===== src/program.hex =====
// one 32-bit word per line in hex, instruction in comment
// program from word 0, data block from word 128 (@80)
00500093 // addi x1, x0, 5
ffd00113 // addi x2, x0, -3
002081b3 // add  x3, x1, x2
40118233 // sub  x4, x3, x1
001122b3 // slt  x5, x2, x1
0020a333 // slt  x6, x1, x2
0020f3b3 // and  x7, x1, x2
0020e433 // or   x8, x1, x2
0020c4b3 // xor  x9, x1, x2
0ff4f513 // andi x10, x9, 0xff
10056593 // ori  x11, x10, 0x100
fff5c613 // xori x12, x11, -1
00708013 // addi x0, x1, 7
001006b3 // add  x13, x0, x1
000000ef // jal  x1, 0 (outside the subset)
20000713 // addi x14, x0, 0x200
00c72223 // sw   x12, 4(x14)
00472783 // lw   x15, 4(x14)
00178833 // add  x16, x15, x1
00072883 // lw   x17, 0(x14)
0108c933 // xor  x18, x17, x16
01272423 // sw   x18, 8(x14)
00872983 // lw   x19, 8(x14)
41198a33 // sub  x20, x19, x17
004a2ab3 // slt  x21, x20, x4
@80
13572468
0badf00d
00000000

===== src/logic/rv_pkg.sv =====
package rv_pkg;

    // datapath and address width
    localparam int XLEN   = 32;
    localparam int REG_AW = 5;

    // unified memory geometry, word index sits on address bits 9:2
    localparam int MEM_WORDS = 256;
    localparam int MEM_IDX_W = $clog2(MEM_WORDS);
    localparam MEM_INIT_FILE = "/design/src/program.hex";

    // major opcodes of the supported subset
    localparam logic [6:0] OPC_OP    = 7'b0110011;
    localparam logic [6:0] OPC_OPIMM = 7'b0010011;
    localparam logic [6:0] OPC_LOAD  = 7'b0000011;
    localparam logic [6:0] OPC_STORE = 7'b0100011;

    // funct3 codes shared by decode and the alu
    localparam logic [2:0] F3_ADD  = 3'b000;
    localparam logic [2:0] F3_SLT  = 3'b010;
    localparam logic [2:0] F3_XOR  = 3'b100;
    localparam logic [2:0] F3_OR   = 3'b110;
    localparam logic [2:0] F3_AND  = 3'b111;
    localparam logic [2:0] F3_WORD = 3'b010;

    // funct7 values, bit 30 set picks sub
    localparam logic [6:0] F7_BASE = 7'b0000000;
    localparam logic [6:0] F7_ALT  = 7'b0100000;

    typedef struct packed {
        logic [6:0]        funct7;
        logic [REG_AW-1:0] rs2;
        logic [REG_AW-1:0] rs1;
        logic [2:0]        funct3;
        logic [REG_AW-1:0] rd;
        logic [6:0]        opcode;
    } r_fmt_t;

    typedef struct packed {
        logic [11:0]       imm;
        logic [REG_AW-1:0] rs1;
        logic [2:0]        funct3;
        logic [REG_AW-1:0] rd;
        logic [6:0]        opcode;
    } i_fmt_t;

    typedef struct packed {
        logic [6:0]        imm_hi;
        logic [REG_AW-1:0] rs2;
        logic [REG_AW-1:0] rs1;
        logic [2:0]        funct3;
        logic [4:0]        imm_lo;
        logic [6:0]        opcode;
    } s_fmt_t;

    // one fetched word, three decode views
    typedef union packed {
        r_fmt_t r_fmt;
        i_fmt_t i_fmt;
        s_fmt_t s_fmt;
    } instr_u;

    // ALU_ADD is the plain address add of loads and stores
    typedef enum logic [1:0] {
        ALU_ADD = 2'b00,
        ALU_REG = 2'b01,
        ALU_IMM = 2'b10
    } alu_op_e;

    typedef enum logic {
        WB_ALU = 1'b0,
        WB_MEM = 1'b1
    } wr_mux_e;

    typedef struct packed {
        logic              valid;
        logic [XLEN-1:0]   pc;
        logic [REG_AW-1:0] rs1_addr;
        logic [REG_AW-1:0] rs2_addr;
        logic [REG_AW-1:0] rd_addr;
        logic [XLEN-1:0]   rs1_data;
        logic [XLEN-1:0]   rs2_data;
        logic [XLEN-1:0]   imm;
        logic [2:0]        funct3;
        logic              inst_alu30;
        alu_op_e           alu_op;
        logic              dmem_en;
        logic              dmem_we;
        wr_mux_e           wr_mux;
        logic              wb_en;
    } id_ex_t;

    typedef struct packed {
        logic            valid;
        logic            we;
        logic [XLEN-1:0] addr;
        logic [XLEN-1:0] wdata;
    } mem_req_t;

    typedef struct packed {
        logic            valid;
        logic [XLEN-1:0] rdata;
    } mem_rsp_t;

    typedef struct packed {
        logic              valid;
        logic              is_store;
        logic [REG_AW-1:0] rd;
        logic [XLEN-1:0]   data;
        logic [XLEN-1:0]   addr;
    } retire_t;

endpackage


===== src/logic/mem_arbiter.sv =====
`timescale 1ns/1ps

module mem_arbiter import rv_pkg::*; (
    input  logic            clk,
    input  logic            rst_n_i,
    input  mem_req_t        fetch_req_i,
    input  mem_req_t        data_req_i,
    output logic            fetch_grant_o,
    output mem_rsp_t        fetch_rsp_o,
    output mem_rsp_t        data_rsp_o,
    output mem_req_t        mem_req_o,
    input  logic [XLEN-1:0] mem_rdata_i
);

    logic data_own_q;
    logic fetch_own_q;

    // data side first, fetch gets the port otherwise
    assign fetch_grant_o = fetch_req_i.valid && !data_req_i.valid;
    assign mem_req_o     = data_req_i.valid ? data_req_i : fetch_req_i;

    // owner of the access now in the memory
    always_ff @(posedge clk) begin
        if (!rst_n_i) begin
            data_own_q  <= 1'b0;
            fetch_own_q <= 1'b0;
        end else begin
            data_own_q  <= data_req_i.valid;
            fetch_own_q <= fetch_grant_o;
        end
    end

    // read data steered to whoever won last cycle
    assign fetch_rsp_o.valid = fetch_own_q;
    assign fetch_rsp_o.rdata = mem_rdata_i;
    assign data_rsp_o.valid  = data_own_q;
    assign data_rsp_o.rdata  = mem_rdata_i;

    assert property (@(posedge clk) disable iff (!rst_n_i)
        !(fetch_rsp_o.valid && data_rsp_o.valid))
        else $error("fetch and data responses valid together");

endmodule


===== config.mk =====
export PLATFORM = sky130hd
export DESIGN_NAME = mem_arbiter
export DESIGN_NICKNAME = d
export VERILOG_FILES = /design/src/logic/rv_pkg.sv /design/src/logic/mem_arbiter.sv
export SDC_FILE = /design/constraint.sdc
export NUM_CORES = 1
export LEC_CHECK = 0
export ABC_CLOCK_PERIOD_IN_PS = 2200
export BUFFER_PORTS_ARGS = -buffer_cell sky130_fd_sc_hd__buf_2
export CORE_AREA = 3 3 115 117
export CTS_CLUSTER_DIAMETER = 40
export DETAILED_ROUTE_END_ITERATION = 16
export DIE_AREA = 0 0 118 120
export GPL_TIMING_DRIVEN = 0
export RECOVER_POWER = 100
export SETUP_SLACK_MARGIN = 0.3
export SLEW_MARGIN = 20
export SYNTH_ARGS = -nofsm -noshare
export SYNTH_HDL_FRONTEND = slang
export SYNTH_SLANG_ARGS = --single-unit

===== constraint.sdc =====
create_clock -name clk -period 2.2 [get_ports clk]
set_input_delay 0.33 -clock clk [delete_from_list [all_inputs] [get_ports clk]]
set_output_delay 0.33 -clock clk [all_outputs]
set_load 0.01 [all_outputs]

* Word-level counts from Yosys, hierarchy flattened *
Cells that the tools add are included.

storage, ports and cells
  register bits = 2
  input bits = 166
  output and inout bits = 133
  word-level logic and storage cells = 5

cells by class
  multiplexer cells = 1
  reduce and logical (&&, ||, !) cells = 2

operators with widths
  operator           number
  2-to-1 mux 66 bit  1
  logical AND 1 bit  1
  zero test 1 bit    1

* Logic depth before layout (Yosys ltp) *
  depth after elaboration = 2
  gate-level depth with buffers = 4

* Worst setup path before layout *
No wires, ideal clock.

  path kind = in2out
  start point = in data_req_i[65] (netlist bit)
  end point = out mem_req_o[58] (netlist bit)
  cell stages on the path = 4
  buffers on the path = 3
  data required time = 1.870 ns
  arrival = 1.005 ns
  setup slack = 0.865 ns
  cells stage by stage = buf_6 > buf_6 > buf_6 > mux2_4

RTL lines
  item                RTL line           RTL
  start: declaration  mem_arbiter.sv:7   input mem_req_t data_req_i,
  end: declaration    mem_arbiter.sv:11  output mem_req_t mem_req_o,

==> flow_summary.ini <==
[floorplanning]
placementRows = 41
fp.dieW_um = 118
die-area_um2 = 14200
die_h_um = 120
ios = 299
start_util_pct = 11.0
core_um2 = 12500

[grt]
grt_max_degree = 11
antenna_found_initial = 0
grt_use_total_pct = 9.52
grt_pass1_vias = 1963
grt_pass1_wl_mm = 10.6
gr-total-overflow = 0

[worst_setup_path]
arrival_ps = 1420
crit_type = in2out
required_ps = 1870
critPathLaunchType = input pin
worstSetupEndpointType = output pin
cp_max_fo = 10

[yosys]
syn_inst = 145
yosysWarningCount = 0
synth.most_common_cell = buf_4
ys.flop_type = dfxtp_1
syn_avg_cell_area_um2 = 9.49
synth_common_cells = buf_4, mux2_2, mux2_4
yosysUniqueCellTypes = 10
syn_area_um2 = 1380
yosysTopAreaCellShare_pct = 48.3
synth_seq_cells = 2
synth.top_cells.by_area = mux2_2, buf_4, mux2_4, dfxtp_1, buf_6
postSynth.asyncResetShare_pct = 0
synth_top_cell_by_area = mux2_2
synth_edf_count = 0
ys_seq_area_share_pct = 2.91
syn-num-nets = 311

[clock_tree]
hold_buffers = 0
htreeDepth = 1
cts_tree = done
cts_resized = 0
clkSinkCount = 2
root_buffer = clkbuf_16
cts_setup_buffers = 0
clk_pin_slew_ps = 30
cts_buffers = 3
clockBufferDepth = 2

[timing]
max_freq_mhz = 573
rsz0062_at_grt = no
slew_violations = 0
fin_crit_sh_pct = 79.3
finalHoldViolCount = 0
worst_pin_slew_ps = 526
slew_headroom_pct = 64.9
final.setup.tns_ps = 0
layout_min_cycle_time_ps = 1750
setup_viol = 0

[cells_and_area]
nFillCells = 1446
multi_input_area_um2 = 778
register_area_um2 = 40.0
final_cell_count_no_fill = 585
drive_gt1_share_pct = 66.8
n_antenna_cell = 0
areaGrowthSynthToFinish_pct = 106
final_net_count = 581

[power_and_ir_drop]
power_density_nw_per_um2 = 311
ir_drop_mv = 0.167
leakage_nw = 1.40

[hold_path]
hold_path.class = in2reg

[place]
port_buffers = 265
dp.cells = 582
dp_hpwl_mm = 7.06
gp_congestion = 0.665

[drt]
via_per_inst = 3.39
drt-total-wl_mm = 7.62
dr.pass1.iters = 2
wl_per_cell_um = 13.0
ant_nets = 0
dr_total_vias = 1985
drt-initial-drc-count = 13
route.detailed.drc = 0

[outcome]
status = finished, final reports clean

[run]
cap_violations = 0
==> area by class of cell <==
type	instances	share of cell area (%)
repair buffers	265	41.5
clock buffers	3	2.65
multi-input cells	69	27.4
well taps	172	7.59
plain buffers	74	19.4
flip-flops and latches	2	1.41
==> power by group <==
| group | internal [W] | total, W | leakage, nW | switching (W) |
|---|---|---|---|---|
| clock network | 0.000231 | 0.000274 | 0.0370 | 0.0000427 |
| registers | 0.0000383 | 0.0000387 | 0.0166 | 0.000000382 |
| logic | 0.000314 | 0.000569 | 1.35 | 0.000255 |
==> layer usage <==
| metal | global-route usage (%) | part of all wire, % | up-vias |
|---|---|---|---|
| met3 | 3.11 | 12 | 5 |
| met4 | 1.32 | 0.43 | 0 |
| met5 | 0 | 0 | - |
| met1 | 10.9 | 37 | 841 |
| met2 | 17.6 | 50 | 175 |
| li1 | - | - | 964 |
==> worst max-delay path, cell delays in order <==
cell and delay [ps]:
buf_6 110, clkbuf_1 420, mux2_1 400, buf_2 150
==> placed cells by master, fill, tap and decap left out, drive strengths merged <==
master  Yosys  final
and2        1      1
buf        74    216
mux2       65     65
dfxtp       2      2
and3b       1      1
nor2b       1      1
or2         1      1
clkbuf      0    126
==> worst paths after layout <==
path	start	end	slack [ps]	cells past startpoint
worst max-delay path	data_req_i[65]	mem_req_o[49]	450	4
worst min-delay path	rst_n_i	data_own_q$_SDFF_PN0_	330	2
==> logic make-up (layout without fill, tap and decap cells) <==
kind of cell	count (synthesis)	after routing	synth area share, %
muxes	65	65	54.8
buffers and inverters	74	342	40.3
DFF	2	2	2.91
and+or+nand+nor	4	4	2.00
==> per-stage QoR <==
stage	area (µm²)	utilization (%)	setup slack, ps	hold WS (ps)	total power (W)
after global routing	2840	22.7	353	367	0.000945
final	2840	22.7	455	333	0.000881
after floorplan	1380	-	865	457	0.000358
after global placement	2920	23.4	599	552	0.000655
after detailed placement	2920	23.4	600	562	0.000656
after CTS	2990	24.0	600	336	0.000938
==> registers in the layout, indices dropped and copies added (netlist names) <==
name,count
fetch_own_q,1
data_own_q,1
(Power assumes the default switching activity.)
