### config.mk
export PLATFORM = sky130hd
export DESIGN_NAME = fetch_unit
export DESIGN_NICKNAME = d
export VERILOG_FILES = /design/src/logic/rv_pkg.sv /design/src/logic/fetch_unit.sv
export SDC_FILE = /design/constraint.sdc
export NUM_CORES = 1
export LEC_CHECK = 0
export BUFFER_PORTS_ARGS = -buffer_cell sky130_fd_sc_hd__buf_2
export CORE_MARGIN = 2
export CORE_UTILIZATION = 45
export CTS_BUF_LIST = sky130_fd_sc_hd__clkbuf_8
export CTS_CLUSTER_SIZE = 24
export DETAILED_ROUTE_END_ITERATION = 16
export GPL_TIMING_DRIVEN = 0
export MAX_ROUTING_LAYER = met4
export PLACE_DENSITY = 0.82
export SKIP_LAST_GASP = 1
export SYNTH_ARGS = -nofsm -noshare
export SYNTH_HDL_FRONTEND = slang
export SYNTH_SLANG_ARGS = --single-unit
### constraint.sdc
create_clock -name clk -period 2.5 [get_ports clk]
set_input_delay 0.5 -clock clk [delete_from_list [all_inputs] [get_ports clk]]
set_output_delay 0.5 -clock clk [all_outputs]
set_load 0.005 [all_outputs]
### src/program.hex
// one 32-bit word per line in hex, instruction in comment
// program from word 0, data block from word 128 (@80)
00500093 // addi x1, x0, 5
ffd00113 // addi x2, x0, -3
002081b3 // add  x3, x1, x2
40118233 // sub  x4, x3, x1
001122b3 // slt  x5, x2, x1
0020a333 // slt  x6, x1, x2
0020f3b3 // and  x7, x1, x2
0020e433 // or   x8, x1, x2
0020c4b3 // xor  x9, x1, x2
0ff4f513 // andi x10, x9, 0xff
10056593 // ori  x11, x10, 0x100
fff5c613 // xori x12, x11, -1
00708013 // addi x0, x1, 7
001006b3 // add  x13, x0, x1
000000ef // jal  x1, 0 (outside the subset)
20000713 // addi x14, x0, 0x200
00c72223 // sw   x12, 4(x14)
00472783 // lw   x15, 4(x14)
00178833 // add  x16, x15, x1
00072883 // lw   x17, 0(x14)
0108c933 // xor  x18, x17, x16
01272423 // sw   x18, 8(x14)
00872983 // lw   x19, 8(x14)
41198a33 // sub  x20, x19, x17
004a2ab3 // slt  x21, x20, x4
@80
13572468
0badf00d
00000000
### src/logic/rv_pkg.sv
package rv_pkg;

    // datapath and address width
    localparam int XLEN   = 32;
    localparam int REG_AW = 5;

    // unified memory geometry, word index sits on address bits 9:2
    localparam int MEM_WORDS = 256;
    localparam int MEM_IDX_W = $clog2(MEM_WORDS);
    localparam MEM_INIT_FILE = "/design/src/program.hex";

    // major opcodes of the supported subset
    localparam logic [6:0] OPC_OP    = 7'b0110011;
    localparam logic [6:0] OPC_OPIMM = 7'b0010011;
    localparam logic [6:0] OPC_LOAD  = 7'b0000011;
    localparam logic [6:0] OPC_STORE = 7'b0100011;

    // funct3 codes shared by decode and the alu
    localparam logic [2:0] F3_ADD  = 3'b000;
    localparam logic [2:0] F3_SLT  = 3'b010;
    localparam logic [2:0] F3_XOR  = 3'b100;
    localparam logic [2:0] F3_OR   = 3'b110;
    localparam logic [2:0] F3_AND  = 3'b111;
    localparam logic [2:0] F3_WORD = 3'b010;

    // funct7 values, bit 30 set picks sub
    localparam logic [6:0] F7_BASE = 7'b0000000;
    localparam logic [6:0] F7_ALT  = 7'b0100000;

    typedef struct packed {
        logic [6:0]        funct7;
        logic [REG_AW-1:0] rs2;
        logic [REG_AW-1:0] rs1;
        logic [2:0]        funct3;
        logic [REG_AW-1:0] rd;
        logic [6:0]        opcode;
    } r_fmt_t;

    typedef struct packed {
        logic [11:0]       imm;
        logic [REG_AW-1:0] rs1;
        logic [2:0]        funct3;
        logic [REG_AW-1:0] rd;
        logic [6:0]        opcode;
    } i_fmt_t;

    typedef struct packed {
        logic [6:0]        imm_hi;
        logic [REG_AW-1:0] rs2;
        logic [REG_AW-1:0] rs1;
        logic [2:0]        funct3;
        logic [4:0]        imm_lo;
        logic [6:0]        opcode;
    } s_fmt_t;

    // one fetched word, three decode views
    typedef union packed {
        r_fmt_t r_fmt;
        i_fmt_t i_fmt;
        s_fmt_t s_fmt;
    } instr_u;

    // ALU_ADD is the plain address add of loads and stores
    typedef enum logic [1:0] {
        ALU_ADD = 2'b00,
        ALU_REG = 2'b01,
        ALU_IMM = 2'b10
    } alu_op_e;

    typedef enum logic {
        WB_ALU = 1'b0,
        WB_MEM = 1'b1
    } wr_mux_e;

    typedef struct packed {
        logic              valid;
        logic [XLEN-1:0]   pc;
        logic [REG_AW-1:0] rs1_addr;
        logic [REG_AW-1:0] rs2_addr;
        logic [REG_AW-1:0] rd_addr;
        logic [XLEN-1:0]   rs1_data;
        logic [XLEN-1:0]   rs2_data;
        logic [XLEN-1:0]   imm;
        logic [2:0]        funct3;
        logic              inst_alu30;
        alu_op_e           alu_op;
        logic              dmem_en;
        logic              dmem_we;
        wr_mux_e           wr_mux;
        logic              wb_en;
    } id_ex_t;

    typedef struct packed {
        logic            valid;
        logic            we;
        logic [XLEN-1:0] addr;
        logic [XLEN-1:0] wdata;
    } mem_req_t;

    typedef struct packed {
        logic            valid;
        logic [XLEN-1:0] rdata;
    } mem_rsp_t;

    typedef struct packed {
        logic              valid;
        logic              is_store;
        logic [REG_AW-1:0] rd;
        logic [XLEN-1:0]   data;
        logic [XLEN-1:0]   addr;
    } retire_t;

endpackage

### src/logic/fetch_unit.sv
`timescale 1ns/1ps

module fetch_unit import rv_pkg::*; (
    input  logic            clk,
    input  logic            rst_n_i,
    input  logic            fetch_grant_i,
    input  mem_rsp_t        fetch_rsp_i,
    output mem_req_t        fetch_req_o,
    output instr_u          instr_o,
    output logic [XLEN-1:0] instr_pc_o,
    output logic            instr_valid_o
);

    logic [XLEN-1:0] pc_q;
    logic [XLEN-1:0] pend_pc_q;
    logic            req_en_q;

    // read request at pc every cycle once out of reset
    assign fetch_req_o.valid = req_en_q;
    assign fetch_req_o.we    = 1'b0;
    assign fetch_req_o.addr  = pc_q;
    assign fetch_req_o.wdata = '0;

    // pc moves only when the arbiter lets the fetch through
    always_ff @(posedge clk) begin
        if (!rst_n_i) begin
            req_en_q <= 1'b0;
            pc_q     <= '0;
        end else begin
            req_en_q <= 1'b1;
            if (fetch_grant_i) begin
                pc_q <= pc_q + XLEN'(4);
            end
        end
    end

    // address of the word now in flight
    always_ff @(posedge clk) begin
        if (fetch_grant_i) begin
            pend_pc_q <= pc_q;
        end
    end

    // returned word paired with its own pc
    assign instr_o       = fetch_rsp_i.rdata;
    assign instr_pc_o    = pend_pc_q;
    assign instr_valid_o = fetch_rsp_i.valid;

endmodule

# After elaboration in Yosys (flattened, before gate mapping)
# Cells that the tools add are included.
[word_totals] output_inout_bits=131 register_bits=65
[op_classes] n_mux=1 add_sub_neg=1
[ops] op="32-bit by 3-bit adder with 32-bit output, second input constant" count=1
[ops] op="1-bit two-way mux" count=1

# Depth between registers and ports, before layout
# Gate-level depths: netlist of run 1.
[depth] word_depth=1 depth_mapped=6 mapped_depth_nobuf=5

# Worst setup path after synthesis of run 1
# No wires, ideal clock.
[synth_path] kind="reg2reg" from="reg pc_q[6]" to="reg pc_q[30]" synth_period_minus_slack_ns=1.884 stages_incl_launch_ff=6 arrival_ns=1.814 setup_time_ns=0.070 n_path_buf=1 required_time_ns=2.430 path_slack_ns=0.616 path_cell_list="dfxtp_1 -> nand4_2 -> buf_6 -> or4_4 -> or4_1 -> a21oi_1"
[synth_between] elab_chain_len=1
[synth_rtl] element="start, declared" line="fetch_unit.sv:14" source="logic [XLEN-1:0] pc_q;"
[synth_rtl] element="start signal, assigned" line="fetch_unit.sv:32" source="pc_q <= pc_q + XLEN'(4);"
[synth_rtl] element="32-bit by 3-bit adder with 32-bit output" line="fetch_unit.sv:32"
# No other way between the ends.
# A chain may end at the register's enable or synchronous reset.

# Worst setup path in the final report of run 1
[layout_path] from="reg pc_q[2]" to="reg pc_q[22]"
# The elaborated chain is that of the path after synthesis.

==> results.ini, run 1 <==
[synthesis]
yosys_warnings=0
ys_top_cells_by_area=edfxtp_1 32%, dfxtp_1 22%, buf_4 19%, a21oi_1 3.0%, xnor2_1 2.5%
post_synth_num_cell_types=28
synth_area_per_cell_um2=10.9
syn_inst=261
yosysTopAreaCell=edfxtp_1
netlist.area_leader.share=0.317
yosys_register_bits=61
seq_area_frac_synth=0.535
synth_area_um2=2840

[floorplan]
die_area_um2=6970
coreArea_um2=6030
die_h_um=83.5
start_util=0.472
die_x_um=83.5
num_rows=28
io_pins=167

[route]
drc=0
post_drt_wl_per_cell_um=13.1
dr.pass1.iters=4
drtIter0Drc=78
via_per_inst=4.65
vias=2249
drt-total-wl_um=6320
antenna_left=0

[pwr]
ir_drop_v=0.000306
leakage_nw=1.78
p_per_area_nw_per_um2=538
finalPower_mw=2.00

[clock_network]
cts.htree.levels=3
path_clk_slew_ps=60
clock_path_buffers=2
cts_setup_buffers=0
clock_latency_ps=340
cts_resized=1
clk_root_buffer_cell=clkbuf_8
cts_tree=yes
cts.sink_count=61
cts_hold_buf=0
cts_inserted_buffers=9

[sta]
slew_violations=0
fin_skew_ps=10.0
hold_viol=0
rsz0062_at_grt=no
setup_viol=0
post-route-period-util=0.867
fmax_mhz=462
post-route-min-period_ps=2170

[critical_path]
cp_slowest_cell=or4_4
cp_max_fo=10
crit_arrival_ps=2420
startpoint_type=register
slowest_delay_ps=530
critPathKind=reg -> reg
critical_path_required_ps=2760
critPathCaptureType=register
path_cells=ha_1 -> nand3_1 -> or4_4 -> buf_2 -> or3_1 -> a21oi_1

[grt]
grtUsageTotal=0.187
grt_overflow=0
grt_max_degree=37
grt_pass1_vias=2207
grt_pass1_wl_um=10100
antenna_found_initial=0

[run]
max_cap_viol_count=0

[placed_design]
place_area_um2=3550
place_hpwl_um=4820
portBuffers=96
place_congestion=0.786

[finish]
diodes=0
final_cell_area_um2=3730
fin_nets=441
drive_gt1_frac=0.460
area_growth_pct=31.1

[run_status]
outcome=finished, final reports clean

[min_path]
hold_class=in -> reg

## synthesized netlist by cell type
cell,number
nand4_1,7
ha_1,1
o31ai_1,8
nand3_1,6
nor2_1,13
or3_1,10
buf_2,2
nor4_1,4
clkbuf_1,4
edfxtp_1,30
nand4_4,1
a21oi_1,17
nand2_1,9
buf_6,1
conb_1,1
inv_1,5
nor3_1,2
xor2_1,4
mux2i_1,1
or4_4,1
or4_1,9
o21ai_0,9
xnor2_1,8
and3_1,1
nand4_2,2
and4_1,2
dfxtp_1,31
buf_4,72
## through the flow
step / setup slack, ps / std cells / utilization / hold slack (ps) / TNS (ps)
global placement: -264 / 468 / 0.589 / 463 / -3060
CTS: 308 / 484 / 0.618 / 271 / 0
global route: 173 / 484 / 0.618 / 269 / 0
detailed placement: -366 / 468 / 0.589 / 479 / -4320
floorplan: 616 / 297 / - / 468 / 0
finish: 334 / 484 / 0.618 / 283 / 0
## path summary, 6_finish.rpt
path | startpoint | end | slack [ps] | cells past startpoint
max | pc_q[2]$_SDFFE_PN0P_ | pc_q[22]$_SDFFE_PN0P_ | 330 | 6
min | rst_n_i | req_en_q$_DFF_P_ | 280 | 1
max reg2reg | pc_q[2]$_SDFFE_PN0P_ | pc_q[22]$_SDFFE_PN0P_ | 330 | 6
min reg2reg | pc_q[31]$_SDFFE_PN0P_ | instr_pc_o[31]$_DFFE_PP_ | 490 | 0
## state kept, by name (all words and copies together), names as in the netlist
name / cells
req_en_q: 1
instr_pc_o: 30
pc_q: 30
## routing by layer
layer  share of wire  up-vias  global-route usage  routed length, um
li1                -     1104                   -                  -
met1            0.39     1021               0.203               2440
met2            0.52      115               0.318               3310
met3           0.078        9              0.0534                491
met4           0.011        0              0.0850                 70
met5               0        -                   -                  0
## worst max-delay path, delay by kind of cell (launching register included)
| kind | cells | cell delay, ps |
|---|---|---|
| AND/OR/NAND/NOR | 3 | 1050 |
| flip-flops | 1 | 450 |
| adder cells (fa/ha/maj) | 1 | 240 |
| buffers and inverters | 1 | 200 |
| AO/OA/AOI/OAI | 1 | 150 |
## cell families (layout without fill, tap and decap cells)
group / count (synthesis) / in the layout / share of synthesized area
mux: 1 / 1 / 0.00352
xor+xnor: 12 / 12 / 0.0370
fa+ha+maj: 1 / 1 / 0.00440
simple gates: 67 / 67 / 0.142
other cells: 1 / 37 / 0.00132
buf+inv: 84 / 196 / 0.210
flops: 61 / 61 / 0.535
compound gates: 34 / 34 / 0.0669
## where the power goes
part | leakage [nW] | internal [mW] | switching, mW
Sequential | 0.569 | 1.07 | 0.0102
Clock | 0.103 | 0.399 | 0.345
Combinational | 1.11 | 0.107 | 0.0758
Total | 1.78 | 1.57 | 0.431
## final cells by class
cell class / count / area, um2
Fill cell: 513 / 2300
Clock buffer: 11 / 151
Tap cell: 75 / 93.8
Buffer: 79 / 577
Multi-Input combinational cell: 152 / 860
Clock inverter: 5 / 21.3
Timing Repair Buffer: 96 / 483
Inverter: 5 / 18.8
Sequential cell: 61 / 1520
## cell usage in the layout, fill, tap and decap left out, drive strengths merged
cell type  synthesis  routed
inv                5       8
clkbuf             4      15
o31ai              8       8
ha                 1       1
and4               2       2
conb               1      37
nand4             10      10
mux2i              1       1
a21oi             17      17
or4               10      10
nand2              9       9
clkinv             0       2
nor4               4       4
or3               10      10
xor2               4       4
edfxtp            30      30
and3               1       1
nor2              13      13
nor3               2       2
buf               75     171
o21ai              9       9
dfxtp             31      31
xnor2              8       8
nand3              6       6
Power figures use the tool's default switching activity.
==> inputs of run 2 (changes only) <==
==> constraint.sdc (replaced) <==
create_clock -name clk -period 2.6 [get_ports clk]
set_input_delay 0.52 -clock clk [delete_from_list [all_inputs] [get_ports clk]]
set_output_delay 0.52 -clock clk [all_outputs]
set_load 0.005 [all_outputs]
==> run 2 against run 1 <==
  * Combinational power decreased by 4%
  * Utilization unchanged
  * Sequential power decreased by 4%
  * Clock skew unchanged
  * Sequential share of layout area unchanged
  * Clock power decreased by 3.8%
  * Non-clock buffer count unchanged
  * Critical path type is now in -> reg
==> results.ini, run 2 (synthesis results as in run 1) <==
[run_status]
outcome=finished, final reports clean

[sta]
fin_setup_tns_ps=0
setup_viol=0
slew-limit-headroom=0.652
post-route-period-util=0.865
tightest_slew_ps=522
hold_viol=0
fmax_mhz=445
hold_ws_ps=303
post-route-min-period_ps=2250
fin_skew_ps=10.0
rsz0062_at_grt=no
layout_setup_ws_ps=352
slew_violations=0

[clock_network]
clk_root_buffer_cell=clkbuf_8
path_clk_slew_ps=60
cts_inserted_buffers=9
cts_tree=yes
cts.sink_count=61
clock_path_buffers=2
cts.htree.levels=3
clock_latency_ps=340

[grt]
grt_pass1_vias=2207
grt_overflow=0
grt_use_met2=0.318
grt_pass1_wl_um=10100
antenna_found_initial=0
use_met1=0.203
met3_usage=0.0534
grt_busiest_layer=met2
grt_max_degree=37
grtUsageTotal=0.187

[placed_design]
place_congestion=0.786
place_hpwl_um=4820
place_area_um2=3550
post-place-ws_ps=-286
dp_cells=468
portBuffers=96

[route]
via_per_inst=4.65
drc=0
drtIter0Drc=78
dr.pass1.iters=4
vias=2250
post_drt_wl_per_cell_um=13.1
antenna_left=0
drt-total-wl_um=6320

[pwr]
cell_internal_pwr_mw=1.51
ir_drop_v=0.000294
finalPower_mw=1.93
switching_share=0.216
leakage_nw=1.78
p_per_area_nw_per_um2=517
pwr-share-clk=0.372
pwr-share-seq=0.537
comb_power_share=0.091
p_sw_mw=0.415

[floorplan]
coreArea_um2=6030
num_rows=28
die_x_um=83.5
start_util=0.472
die_h_um=83.5
io_pins=167
die_area_um2=6970

[finish]
diodes=0
instances_no_fill=484
final_cell_area_um2=3730
layout_commonest_cell=buf_2
drive_gt1_frac=0.460
mostFrequentLayoutCells=97 x buf_2, 72 x buf_4, 37 x conb_1, 31 x dfxtp_1, 30 x edfxtp_1
area_growth_pct=31.1
fin_nets=441
fin_util=0.618

[critical_path]
r2r_slack_ps=430
r2r-start=pc_q[2]$_SDFFE_PN0P_
critical_path_required_ps=2860
reg2regPathDepth=6
critPathCaptureType=register
cp_max_fo=36
critPathKind=in -> reg
regToRegEndpoint=pc_q[22]$_SDFFE_PN0P_
crit_arrival_ps=2500
startpoint_type=input pin

[min_path]
min_to=req_en_q$_DFF_P_
hold-path-cell-count=1
hold_path.startpoint=rst_n_i
hold_class=in -> reg

[run]
max_cap_viol_count=0

==> run 2: cell count changes in the layout (fill, tap and decap cells not counted) <==
cell / previous run / this run
buf_4: 73 / 72
clkbuf_4: 0 / 1
==> run 2: how the worst max path moves through the flow <==
stage	from	endpoint	cells past startpoint
after detailed placement	fetch_grant_i	pc_q[22]$_SDFFE_PN0P_	6
after global placement	fetch_grant_i	pc_q[23]$_SDFFE_PN0P_	7
after floorplan	pc_q[6]$_SDFFE_PN0P_	pc_q[30]$_SDFFE_PN0P_	5
after CTS	fetch_grant_i	pc_q[22]$_SDFFE_PN0P_	6
after global routing	fetch_grant_i	pc_q[20]$_SDFFE_PN0P_	6
final	fetch_grant_i	pc_q[22]$_SDFFE_PN0P_	6
==> run 2: worst max-delay path, stage by stage <==
cell and delay [ps]:
clkbuf_4 450, nand3_1 320, or4_4 530, buf_2 200
or3_1 310, a21oi_1 150
==> run 2: what timing repair did <==
action                     in CTS  in global routing
resized for setup               0                  1
hold buffers                    0                  0
hold endpoints to repair        0                  0
setup endpoints to repair       0                  9
setup buffers                   0                  0
==> run 2: final cells by class <==
cell class | instances | area, um2
clock inverter | 5 | 21.3
tap | 75 | 93.8
timing repair buffer | 96 | 483
multi-input combinational | 152 | 860
clock buffer | 11 | 151
fill | 513 | 2300
buffer | 79 | 577
inverter | 5 | 18.8
sequential | 61 | 1520
==> run 2: power by group through the flow <==
| stage | sequential (mW) | clock, mW | combinational, mW |
|---|---|---|---|
| global placement | 1.06 | 0 | 0.171 |
| floorplan | 1.06 | 0 | 0.107 |
| global route | 1.04 | 0.778 | 0.193 |
| detailed placement | 1.06 | 0 | 0.174 |
| CTS | 1.04 | 0.735 | 0.174 |
| finish | 1.04 | 0.716 | 0.176 |
==> run 2: layer usage <==
layer,vias to the layer above,wire (um)
li1,1104,-
met1,1022,2440
met2,115,3320
met3,9,491
met4,0,70
met5,-,0
