[config.mk]
export PLATFORM = sky130hd
export DESIGN_NAME = execute_unit
export DESIGN_NICKNAME = d
export VERILOG_FILES = /design/src/logic/rv_pkg.sv /design/src/logic/execute_unit.sv
export SDC_FILE = /design/constraint.sdc
export NUM_CORES = 1
export LEC_CHECK = 0
export BUFFER_PORTS_ARGS = -buffer_cell sky130_fd_sc_hd__buf_4
export CORE_MARGIN = 5
export CORE_UTILIZATION = 35
export DETAILED_ROUTE_END_ITERATION = 16
export GPL_ROUTABILITY_DRIVEN = 0
export PLACE_DENSITY = 0.59
export SKIP_CTS_REPAIR_TIMING = 1
export SKIP_LAST_GASP = 1
export SLEW_MARGIN = 10
export SYNTH_ARGS = -nofsm -noshare
export SYNTH_HDL_FRONTEND = slang
export SYNTH_SLANG_ARGS = --single-unit
export TNS_END_PERCENT = 50
[constraint.sdc]
create_clock -name clk -period 6.3 [get_ports clk]
set_input_delay 0.315 -clock clk [delete_from_list [all_inputs] [get_ports clk]]
set_output_delay 0.315 -clock clk [all_outputs]
set_load 0.1 [all_outputs]
[src/program.hex]
// one 32-bit word per line in hex, instruction in comment
// program from word 0, data block from word 128 (@80)
00500093 // addi x1, x0, 5
ffd00113 // addi x2, x0, -3
002081b3 // add  x3, x1, x2
40118233 // sub  x4, x3, x1
001122b3 // slt  x5, x2, x1
0020a333 // slt  x6, x1, x2
0020f3b3 // and  x7, x1, x2
0020e433 // or   x8, x1, x2
0020c4b3 // xor  x9, x1, x2
0ff4f513 // andi x10, x9, 0xff
10056593 // ori  x11, x10, 0x100
fff5c613 // xori x12, x11, -1
00708013 // addi x0, x1, 7
001006b3 // add  x13, x0, x1
000000ef // jal  x1, 0 (outside the subset)
20000713 // addi x14, x0, 0x200
00c72223 // sw   x12, 4(x14)
00472783 // lw   x15, 4(x14)
00178833 // add  x16, x15, x1
00072883 // lw   x17, 0(x14)
0108c933 // xor  x18, x17, x16
01272423 // sw   x18, 8(x14)
00872983 // lw   x19, 8(x14)
41198a33 // sub  x20, x19, x17
004a2ab3 // slt  x21, x20, x4
@80
13572468
0badf00d
00000000
[src/logic/rv_pkg.sv]
package rv_pkg;

    // datapath and address width
    localparam int XLEN   = 32;
    localparam int REG_AW = 5;

    // unified memory geometry, word index sits on address bits 9:2
    localparam int MEM_WORDS = 256;
    localparam int MEM_IDX_W = $clog2(MEM_WORDS);
    localparam MEM_INIT_FILE = "/design/src/program.hex";

    // major opcodes of the supported subset
    localparam logic [6:0] OPC_OP    = 7'b0110011;
    localparam logic [6:0] OPC_OPIMM = 7'b0010011;
    localparam logic [6:0] OPC_LOAD  = 7'b0000011;
    localparam logic [6:0] OPC_STORE = 7'b0100011;

    // funct3 codes shared by decode and the alu
    localparam logic [2:0] F3_ADD  = 3'b000;
    localparam logic [2:0] F3_SLT  = 3'b010;
    localparam logic [2:0] F3_XOR  = 3'b100;
    localparam logic [2:0] F3_OR   = 3'b110;
    localparam logic [2:0] F3_AND  = 3'b111;
    localparam logic [2:0] F3_WORD = 3'b010;

    // funct7 values, bit 30 set picks sub
    localparam logic [6:0] F7_BASE = 7'b0000000;
    localparam logic [6:0] F7_ALT  = 7'b0100000;

    typedef struct packed {
        logic [6:0]        funct7;
        logic [REG_AW-1:0] rs2;
        logic [REG_AW-1:0] rs1;
        logic [2:0]        funct3;
        logic [REG_AW-1:0] rd;
        logic [6:0]        opcode;
    } r_fmt_t;

    typedef struct packed {
        logic [11:0]       imm;
        logic [REG_AW-1:0] rs1;
        logic [2:0]        funct3;
        logic [REG_AW-1:0] rd;
        logic [6:0]        opcode;
    } i_fmt_t;

    typedef struct packed {
        logic [6:0]        imm_hi;
        logic [REG_AW-1:0] rs2;
        logic [REG_AW-1:0] rs1;
        logic [2:0]        funct3;
        logic [4:0]        imm_lo;
        logic [6:0]        opcode;
    } s_fmt_t;

    // one fetched word, three decode views
    typedef union packed {
        r_fmt_t r_fmt;
        i_fmt_t i_fmt;
        s_fmt_t s_fmt;
    } instr_u;

    // ALU_ADD is the plain address add of loads and stores
    typedef enum logic [1:0] {
        ALU_ADD = 2'b00,
        ALU_REG = 2'b01,
        ALU_IMM = 2'b10
    } alu_op_e;

    typedef enum logic {
        WB_ALU = 1'b0,
        WB_MEM = 1'b1
    } wr_mux_e;

    typedef struct packed {
        logic              valid;
        logic [XLEN-1:0]   pc;
        logic [REG_AW-1:0] rs1_addr;
        logic [REG_AW-1:0] rs2_addr;
        logic [REG_AW-1:0] rd_addr;
        logic [XLEN-1:0]   rs1_data;
        logic [XLEN-1:0]   rs2_data;
        logic [XLEN-1:0]   imm;
        logic [2:0]        funct3;
        logic              inst_alu30;
        alu_op_e           alu_op;
        logic              dmem_en;
        logic              dmem_we;
        wr_mux_e           wr_mux;
        logic              wb_en;
    } id_ex_t;

    typedef struct packed {
        logic            valid;
        logic            we;
        logic [XLEN-1:0] addr;
        logic [XLEN-1:0] wdata;
    } mem_req_t;

    typedef struct packed {
        logic            valid;
        logic [XLEN-1:0] rdata;
    } mem_rsp_t;

    typedef struct packed {
        logic              valid;
        logic              is_store;
        logic [REG_AW-1:0] rd;
        logic [XLEN-1:0]   data;
        logic [XLEN-1:0]   addr;
    } retire_t;

endpackage

[src/logic/execute_unit.sv]
`timescale 1ns/1ps

module execute_unit import rv_pkg::*; (
    input  logic              clk,
    input  logic              rst_n_i,
    input  id_ex_t            ex_i,
    input  mem_rsp_t          data_rsp_i,
    output mem_req_t          data_req_o,
    output logic              rf_we_o,
    output logic [REG_AW-1:0] rf_waddr_o,
    output logic [XLEN-1:0]   rf_wdata_o,
    output retire_t           retire_o
);

    // writeback stage contents
    typedef struct packed {
        logic              valid;
        logic              wb_en;
        wr_mux_e           wr_mux;
        logic              is_store;
        logic [REG_AW-1:0] rd;
        logic [XLEN-1:0]   result;
        logic [XLEN-1:0]   addr;
    } wb_t;

    wb_t             wb_q;
    logic [XLEN-1:0] wb_value;
    logic [XLEN-1:0] src1;
    logic [XLEN-1:0] src2;
    logic [XLEN-1:0] op_b;
    logic [XLEN-1:0] alu_res;
    logic            fwd_en;
    logic            is_sub;
    logic            is_store;

    // load data arrives from memory in the writeback cycle
    assign wb_value = (wb_q.wr_mux == WB_MEM) ? data_rsp_i.rdata : wb_q.result;
    assign fwd_en   = wb_q.valid && wb_q.wb_en && (wb_q.rd != '0);

    // bypass from the instruction one ahead
    assign src1 = (fwd_en && wb_q.rd == ex_i.rs1_addr) ? wb_value : ex_i.rs1_data;
    assign src2 = (fwd_en && wb_q.rd == ex_i.rs2_addr) ? wb_value : ex_i.rs2_data;

    assign op_b     = (ex_i.alu_op == ALU_REG) ? src2 : ex_i.imm;
    assign is_sub   = (ex_i.alu_op == ALU_REG) && ex_i.inst_alu30;
    assign is_store = ex_i.dmem_en && ex_i.dmem_we;

    always_comb begin
        alu_res = src1 + op_b;
        // funct3 only matters for arithmetic ops
        if (ex_i.alu_op != ALU_ADD) begin
            case (ex_i.funct3)
                F3_ADD:  alu_res = is_sub ? (src1 - op_b) : (src1 + op_b);
                F3_SLT:  alu_res = {{(XLEN-1){1'b0}}, ($signed(src1) < $signed(op_b))};
                F3_XOR:  alu_res = src1 ^ op_b;
                F3_OR:   alu_res = src1 | op_b;
                F3_AND:  alu_res = src1 & op_b;
                default: alu_res = src1 + op_b;
            endcase
        end
    end

    // load or store goes out in this cycle and wins the memory
    assign data_req_o.valid = ex_i.valid && ex_i.dmem_en;
    assign data_req_o.we    = ex_i.dmem_we;
    assign data_req_o.addr  = alu_res;
    assign data_req_o.wdata = src2;

    always_ff @(posedge clk) begin
        wb_q.valid    <= ex_i.valid;
        wb_q.wb_en    <= ex_i.wb_en;
        wb_q.wr_mux   <= ex_i.wr_mux;
        wb_q.is_store <= is_store;
        wb_q.rd       <= ex_i.rd_addr;
        // a store keeps its data word and address for the retire port
        wb_q.result   <= is_store ? src2 : alu_res;
        wb_q.addr     <= is_store ? alu_res : '0;
        if (!rst_n_i) begin
            wb_q.valid <= 1'b0;
        end
    end

    assign rf_we_o    = wb_q.valid && wb_q.wb_en;
    assign rf_waddr_o = wb_q.rd;
    assign rf_wdata_o = wb_value;

    // x0 writes and bubbles retire nothing
    assign retire_o.valid    = wb_q.valid && (wb_q.wb_en || wb_q.is_store);
    assign retire_o.is_store = wb_q.is_store;
    assign retire_o.rd       = wb_q.rd;
    assign retire_o.data     = wb_value;
    assign retire_o.addr     = wb_q.addr;

    // read issued a cycle earlier must come back through the arbiter now
    assert property (@(posedge clk) disable iff (!rst_n_i)
        (wb_q.valid && wb_q.wr_mux == WB_MEM) |-> data_rsp_i.valid)
        else $error("load in writeback without a data response");

endmodule

== After elaboration in Yosys (flattened, before gate mapping) ==
Cells that the tools add are included.

* Add/sub/neg operators: 2
* $lt $le $gt $ge: 1
* Equality and inequality tests: 7
* Mux-type cells: 8
* Bitwise logic cells: 3
* Reduce and logical (&&, ||, !) cells: 12

{| class="wikitable"
|+ Operator list
! cell !! number
|-
| $mux 32 || 7
|-
| $pmux 32 s5 || 1
|-
| $add 32x32->32 || 1
|-
| $and 32x32->32 || 1
|-
| $lt 32x32->1 || 1
|-
| $or 32x32->32 || 1
|-
| $sub 32x32->32 || 1
|-
| $xor 32x32->32 || 1
|-
| $eq 5x5->1 || 2
|-
| $eq 3x3->1 const B || 3
|-
| $logic_and 1x1->1 || 8
|-
| $reduce_bool 5->1 || 1
|-
| $eq 3x2->1 const B || 1
|-
| $logic_not 3->1 || 1
|-
| $eq 2x1->1 const B || 1
|-
| $reduce_bool 2->1 || 1
|-
| $logic_or 1x1->1 || 1
|}

* Register bits: 73
* Bits of input ports: 189
* Output and inout bits: 175
* Word-level logic and storage cells: 40

== Logic depth before layout (Yosys ltp) ==
Gate-level depths: netlist of the first run.

* Depth after elaboration: 10
* Depth in mapped cells: 19

== Worst setup path before layout of the first run ==
No wires, ideal clock.

* Path kind: reg2reg
* Start point: register wb_q[72] (netlist bit)
* End point: register wb_q[54] (netlist bit)
* Setup time: 73 ps
* Data arrival time: 8496 ps
* Required time: 6227 ps
* Setup slack: -2270 ps
* Cell stages (with the launch flop): 18
* Path buffers: 2
* Period minus slack after synthesis: 8570 ps
* Cell sequence: dfxtp_1 > and2_1 > o21ai_0 > nor4_1 > clkbuf_1 > nor2_1 > a21oi_1 > mux2_2 > ha_1 > clkbuf_1 > nand2_1 > o211ai_1 > a211o_1 > or3_1 > a21oi_1 > a21oi_1 > o21ai_0 > mux2_2

{| class="wikitable"
|+ RTL lines
! what !! RTL line !! source
|-
| start, declared || execute_unit.sv:26 || <nowiki>wb_t wb_q;</nowiki>
|}

==> metrics.md, run 1 <==
| Metric | Value |
|---|---|
| Status | finished clean |
| Global route overflow | 0 |
| Worst-margin pin slew | around 1200 ps |
| Number of global-route vias before repair | approximately 11000 |
| Diode count | 0 |
| Min Clock Period, post-route | 5960 ps |
| Peak supply drop | 0.000181 V |
| Fraction of registers with async set/reset | 0% |
| Yosys top cell area share | 14.5% |
| DP HPWL | 34800 um |
| WL/cell | 21.2 um |
| Register area | between 1000 and 1500 sq um |
| Largest area contributor in the netlist | dfxtp_1 |
| Overall fraction of global-route tracks in use | around a quarter |
| Top cells by area, synth | dfxtp_1 (15%), ha_1 (12%), a21oi_1 (6.9%) |
| Leak pwr | roughly 0.0065 uW |
| Netlist cell types | slightly above 80 |
| Initial core utilization | between 30% and 40% |
| Share of layout cells above drive strength 1 | between 20% and 30% |
| Placed cell area | between 10000 and 15000 sq um |
| Remaining DRCs | 0 |
| Clk_skew | 12.1 ps |
| Final WL | between 40000 and 50000 um |
| Clock Latency Late Sink | 360 ps |
| Core Box Area | 28500 sq um |
| Final total power | 3530 uW |
| CP startpoint kind | flip-flop |
| Nets | 1961 |
| Number of synthesized register bits | 73 |
| Final hold viol count | 0 |
| Cell area after layout | about 13000 sq um |
| CP Class | flip-flop to primary output |
| Mean Syn Cell Area | 6.85 sq um |
| Antenna violations before repair | 1 |
| Die Span X | around 180 um |
| Most frequent cells after synthesis | nor2_1 (182), inv_1 (178), a21oi_1 (139), nand2_1 (105), ha_1 (96) |
| Worst-path clk slew | approximately 60 ps |
| CP Data Arrival Time | about 5700 ps |
| Setup WS pre-CTS | about 700 ps |
| CTS Sinks | 73 |
| Worst-case clock buffer depth | 2 |
| Final setup fails | 0 |
| Num ports | 364 |
| Wire length of the first global-routing pass | about 65000 um |
| Largest net degree at the start of global routing | 64 |
| Warnings, synthesis | 0 |
| Most numerous cell in the Yosys netlist | nor2_1 |
| DR vias/cell | ~5.5 |
| Post-layout worst setup margin | between 300 and 400 ps |
| RSZ-0062 raised after global routing | yes |
| Pwr/cell area | between 200 and 300 nW/um^2 |
| Via count | 11290 |
| Clk root buf | clkbuf_16 |
| Die height | 179 um |
| Total negative slack | 0 ps |
| Critical path capture point type | primary output |
| H-tree Lvls | 3 |
| Area grow syn2layout | 26.5% |
| CP Data Required Time | approximately 6000 ps |
| Synth Flop Type | dfxtp_1 |
| Mapped Nets | between 1500 and 2000 |
| Worst hold path class | input port to flip-flop |
| Port-buffer cells | 330 |
| Pre-antenna DRT Iters | 8 |
| TritonCTS Buffers | 9 |
| Slew margin rel. | 21.2% |
| CP Max Fanout | 50 |
| Cell area after synthesis | 10000 sq um |
| TritonCTS clock tree | yes |
| Fmax | between 0.15 and 0.2 GHz |
| Final ANT Viol Nets | 0 |
| Max Cap Viol | 0 |
| 1st-iter DRT viols | 1142 |
| WHS | ~58 ps |
| Core Rows | 62 |
| Post-Syn Instances | around 1500 |
| Die area | around 32000 sq um |
| Post-synth EDFFs | 0 |
| Number of fill cells | 2953 |
| Final Max Slew Viols | 0 |
| Final period utilization | 94.6% |
| Post-synthesis sequential area ratio | roughly 15% |
| Area of the multi-input gates | 7090 sq um |
-- worst paths after layout --
check	startpoint	end	slack, ps	cells after the start
worst max-delay path	rf_waddr_o[3]$_DFF_P_	data_req_o[62]	340	19
worst min-delay path	ex_i[0]	wb_q[71]$_DFF_P_	60	1
worst max register to register	rf_waddr_o[1]$_DFF_P_	wb_q[58]$_DFF_P_	1000	17
worst min register to register	wb_q[32]$_DFF_P_	wb_q[32]$_DFF_P_	780	5
-- power breakdown --
group,switching [uW],internal [uW]
clock network,224,330
registers,22.6,524
logic,1830,592
-- sequential cells by signal, summed over array words and instances (netlist names) --
name	count
rf_waddr_o	5
wb_q	35
retire_o	33
-- per-stage QoR --
| stage | util [%] | instances |
|---|---|---|
| after floorplan | - | 1467 |
| after global placement | 43.4 | 2047 |
| after detailed placement | 43.4 | 2047 |
| after CTS | 44.5 | 2063 |
| after global routing | 44.5 | 2063 |
| final | 44.5 | 2063 |
-- cell type report --
class                   instances  area share, %
multi-input cells            1056           55.8
repair buffers                352           21.1
flip-flops and latches         73           11.5
inverters                     182           5.37
well taps                     384           3.78
clock buffers                  11           1.99
clock inverters                 5          0.492
-- kinds of logic (layout without fill, tap and decap cells) --
family	Yosys count	count (layout)	share of synthesized area (%)
simple gates	407	407	18.0
flops	73	73	14.5
fa+ha+maj	98	98	12.4
compound gates	444	444	29.0
mux	63	63	6.51
xor+xnor	44	44	3.84
buf+inv	338	550	15.8
-- layer usage --
| layer | vias to the layer above | GRT usage (%) | wire, um |
|---|---|---|---|
| met5 | - | 0 | 0 |
| met4 | 0 | 7.53 | 1320 |
| met3 | 84 | 5.52 | 4180 |
| met2 | 598 | 41.6 | 19700 |
| met1 | 5254 | 34.2 | 18500 |
| li1 | 5354 | - | - |
-- layout by cell type (no fill, tap or decap), types with 12 or more instances in the layout --
master / instances
nor2b_1: 12
dfxtp_1: 72
and2_1: 12
ha_1: 95
nand3_1: 16
xnor2_1: 35
a22oi_1: 21
buf_4: 349
nor3_1: 26
mux2i_1: 47
o21ai_0: 89
inv_1: 178
o31ai_1: 12
a31oi_1: 15
nand2_1: 104
nor2_1: 180
a21oi_1: 133
a21o_1: 49
mux2_2: 15
-- worst max-delay path: stages, from the launching register on --
cell and delay, ps:
dfxtp_1 450, or4_1 150, o21ai_0 130, nor4_2 430, buf_12 310, buf_4 260
nor2_1 80, a21o_1 160, o21ai_0 340, ha_2 450, a21oi_1 210, o21ai_0 230
a211o_1 280, or3_1 390, a31o_1 270, and2_1 160, or3_1 300, a31oi_1 290
o21ai_2 100, buf_4 260
(Power assumes the default switching activity.)
==> run 2: changes to the inputs <==
Settings changed: CAP_MARGIN set to 25, CORE_UTILIZATION 35 to 52, PLACE_DENSITY 0.59 to 0.82.
==> run 2 against run 1 <==
Net effect: largest power group unchanged; count of clock-buffer cells in the layout down 2; global-route usage up 9.0 points; critical endpoint unchanged; highest routed layer unchanged; clock power up 4.0%.
==> metrics.md, run 2 (synthesized netlist as in run 1, its figures left out) <==
| Metric | Value |
|---|---|
| Leak pwr | approximately 0.0065 uW |
| WHS | 73.1 ps |
| CP Data Arrival Time | about 6000 ps |
| Clk root buf | clkbuf_16 |
| Final hold viol count | 0 |
| TritonCTS clock tree | yes |
| CP startpoint kind | flip-flop |
| Status | finished clean |
| Post-Place Cells | between 1500 and 2000 |
| CTS Sinks | 73 |
| Wire length of the first global-routing pass | slightly above 60000 um |
| DR vias/cell | 6.04 |
| Remaining DRCs | 0 |
| Peak supply drop | 0.000208 V |
| Placed cell area | 12200 sq um |
| Diode count | 0 |
| TritonCTS Buffers | 9 |
| CP Max Fanout | 62 |
| Largest net degree at the start of global routing | between 60 and 70 |
| Slew margin rel. | about a quarter |
| Worst-margin pin slew | between 1000 and 1500 ps |
| H-tree Lvls | 3 |
| Most common cell after layout, fill and taps aside | buf_4 |
| Die Span X | roughly 150 um |
| Worst-case clock buffer depth | 2 |
| Final total power | 3540 uW |
| Number of global-route vias before repair | between 10000 and 15000 |
| WL/cell | 21.4 um |
| RSZ-0062 raised after global routing | yes |
| Internal | 1460 uW |
| Die area | around 22000 sq um |
| Most flops, register | wb_q |
| DP HPWL | between 30000 and 40000 um |
| Min Clock Period, post-route | ~6300 ps |
| Critical path, cell by cell | or4_1 > o21ai_0 > nor4_2 > buf_12 > a21o_1 > o21ai_0 > ha_1 > nor2b_1 > o211ai_1 > a31oi_1 > nor2_2 > a221oi_2 > a31oi_1 > or3_1 > a31oi_1 > o21ai_2 > buf_4 |
| Final period utilization | between 90 and 100% |
| Total negative slack | 0 ps |
| Final WL | ~41000 um |
| Global route overflow | 0 |
| Initial core utilization | a little over half |
| Clock power share | 16.3% |
| Area grow syn2layout | 24.6% |
| Combinational share of power | about two thirds |
| Die height | around 150 um |
| Number of buffers and inverters on the critical path | 2 |
| Overall fraction of global-route tracks in use | 34.6% |
| Core Rows | 50 |
| Sw Share | around 59% |
| Critical path capture point type | primary output |
| Final std cells w/o fill | roughly 1900 |
| Share of layout cells above drive strength 1 | 25.5% |
| Clk_skew | about 12 ps |
| Seq pwr share | roughly 15% |
| Pwr/cell area | between 200 and 300 nW/um^2 |
| Final ANT Viol Nets | 0 |
| Num ports | about 360 |
| Max incr delay on CP | roughly 600 ps |
| Cell area after layout | 12500 sq um |
| CP max-delay cell | a221oi_2 |
| 1st-iter DRT viols | 1702 |
| Switch Pwr | between 2000 and 2500 uW |
| Worst hold path class | input port to flip-flop |
| Nets | ~2000 |
| Fmax | about 0.16 GHz |
| Final setup fails | 0 |
| Core Box Area | between 15000 and 20000 sq um |
| Number of fill cells | 1652 |
| Clock Latency Late Sink | 350 ps |
| Most common cell on crit path | a31oi_1 |
| Antenna violations before repair | 0 |
| Max Cap Viol | 0 |
| Via count | between 10000 and 15000 |
| Port-buffer cells | 330 |
| Worst-path clk slew | around 60 ps |
| CP Class | flip-flop to primary output |
| Most frequent cells in the layout | buf_4 (344), nor2_1 (180), inv_1 (178) |
| Final Max Slew Viols | 0 |
| CP top delay family | compound AO/OA/AOI/OAI gates |
| Pre-antenna DRT Iters | 10 |
| CP Data Required Time | roughly 6000 ps |
| Flip-flop count of the largest register after layout | 35 |
## run 2: area by class of cell
| class | instances | area (sq um) | area share [%] |
|---|---|---|---|
| well taps | 260 | 325 | 2.60 |
| multi-input cells | 1056 | 7090 | 56.7 |
| clock inverters | 7 | 101 | 0.810 |
| inverters | 182 | 683 | 5.46 |
| flip-flops and latches | 73 | 1460 | 11.7 |
| clock buffers | 9 | 225 | 1.80 |
| repair buffers | 346 | 2620 | 21.0 |
## run 2: power groups by stage
stage          sequential (uW)  combinational [uW]  clock [uW]
2_1_floorplan              547                1880           0
3_3_place_gp               551                2340           0
3_5_place_dp               553                2370           0
4_1_cts                    542                2380         579
5_1_grt                    548                2500         600
6_report                   543                2420         577
## run 2: layer usage
metal	wire length, um	GRT usage, %	vias to the layer above
met5	0	0	-
met4	1570	11.7	0
met3	5300	8.54	143
met2	18500	55.8	819
met1	16100	45.2	5371
li1	-	-	5334
## run 2: final timing paths
path | start | to | slack, ps | cells after the start
max | rf_waddr_o[1]$_DFF_P_ | data_req_o[62] | 0.2 | 17
min | ex_i[109] | rf_waddr_o[3]$_DFF_P_ | 70 | 1
max reg2reg | rf_waddr_o[1]$_DFF_P_ | wb_q[62]$_DFF_P_ | 750 | 16
min reg2reg | wb_q[61]$_DFF_P_ | wb_q[61]$_DFF_P_ | 810 | 5
## run 2: stage by stage
step / worst slack (ps) / util [%]
global route: -47.2 / 66.2
CTS: 252 / 66.2
finish: 0.150 / 66.2
floorplan: 40.6 / -
detailed placement: 666 / 64.5
global placement: 782 / 64.5
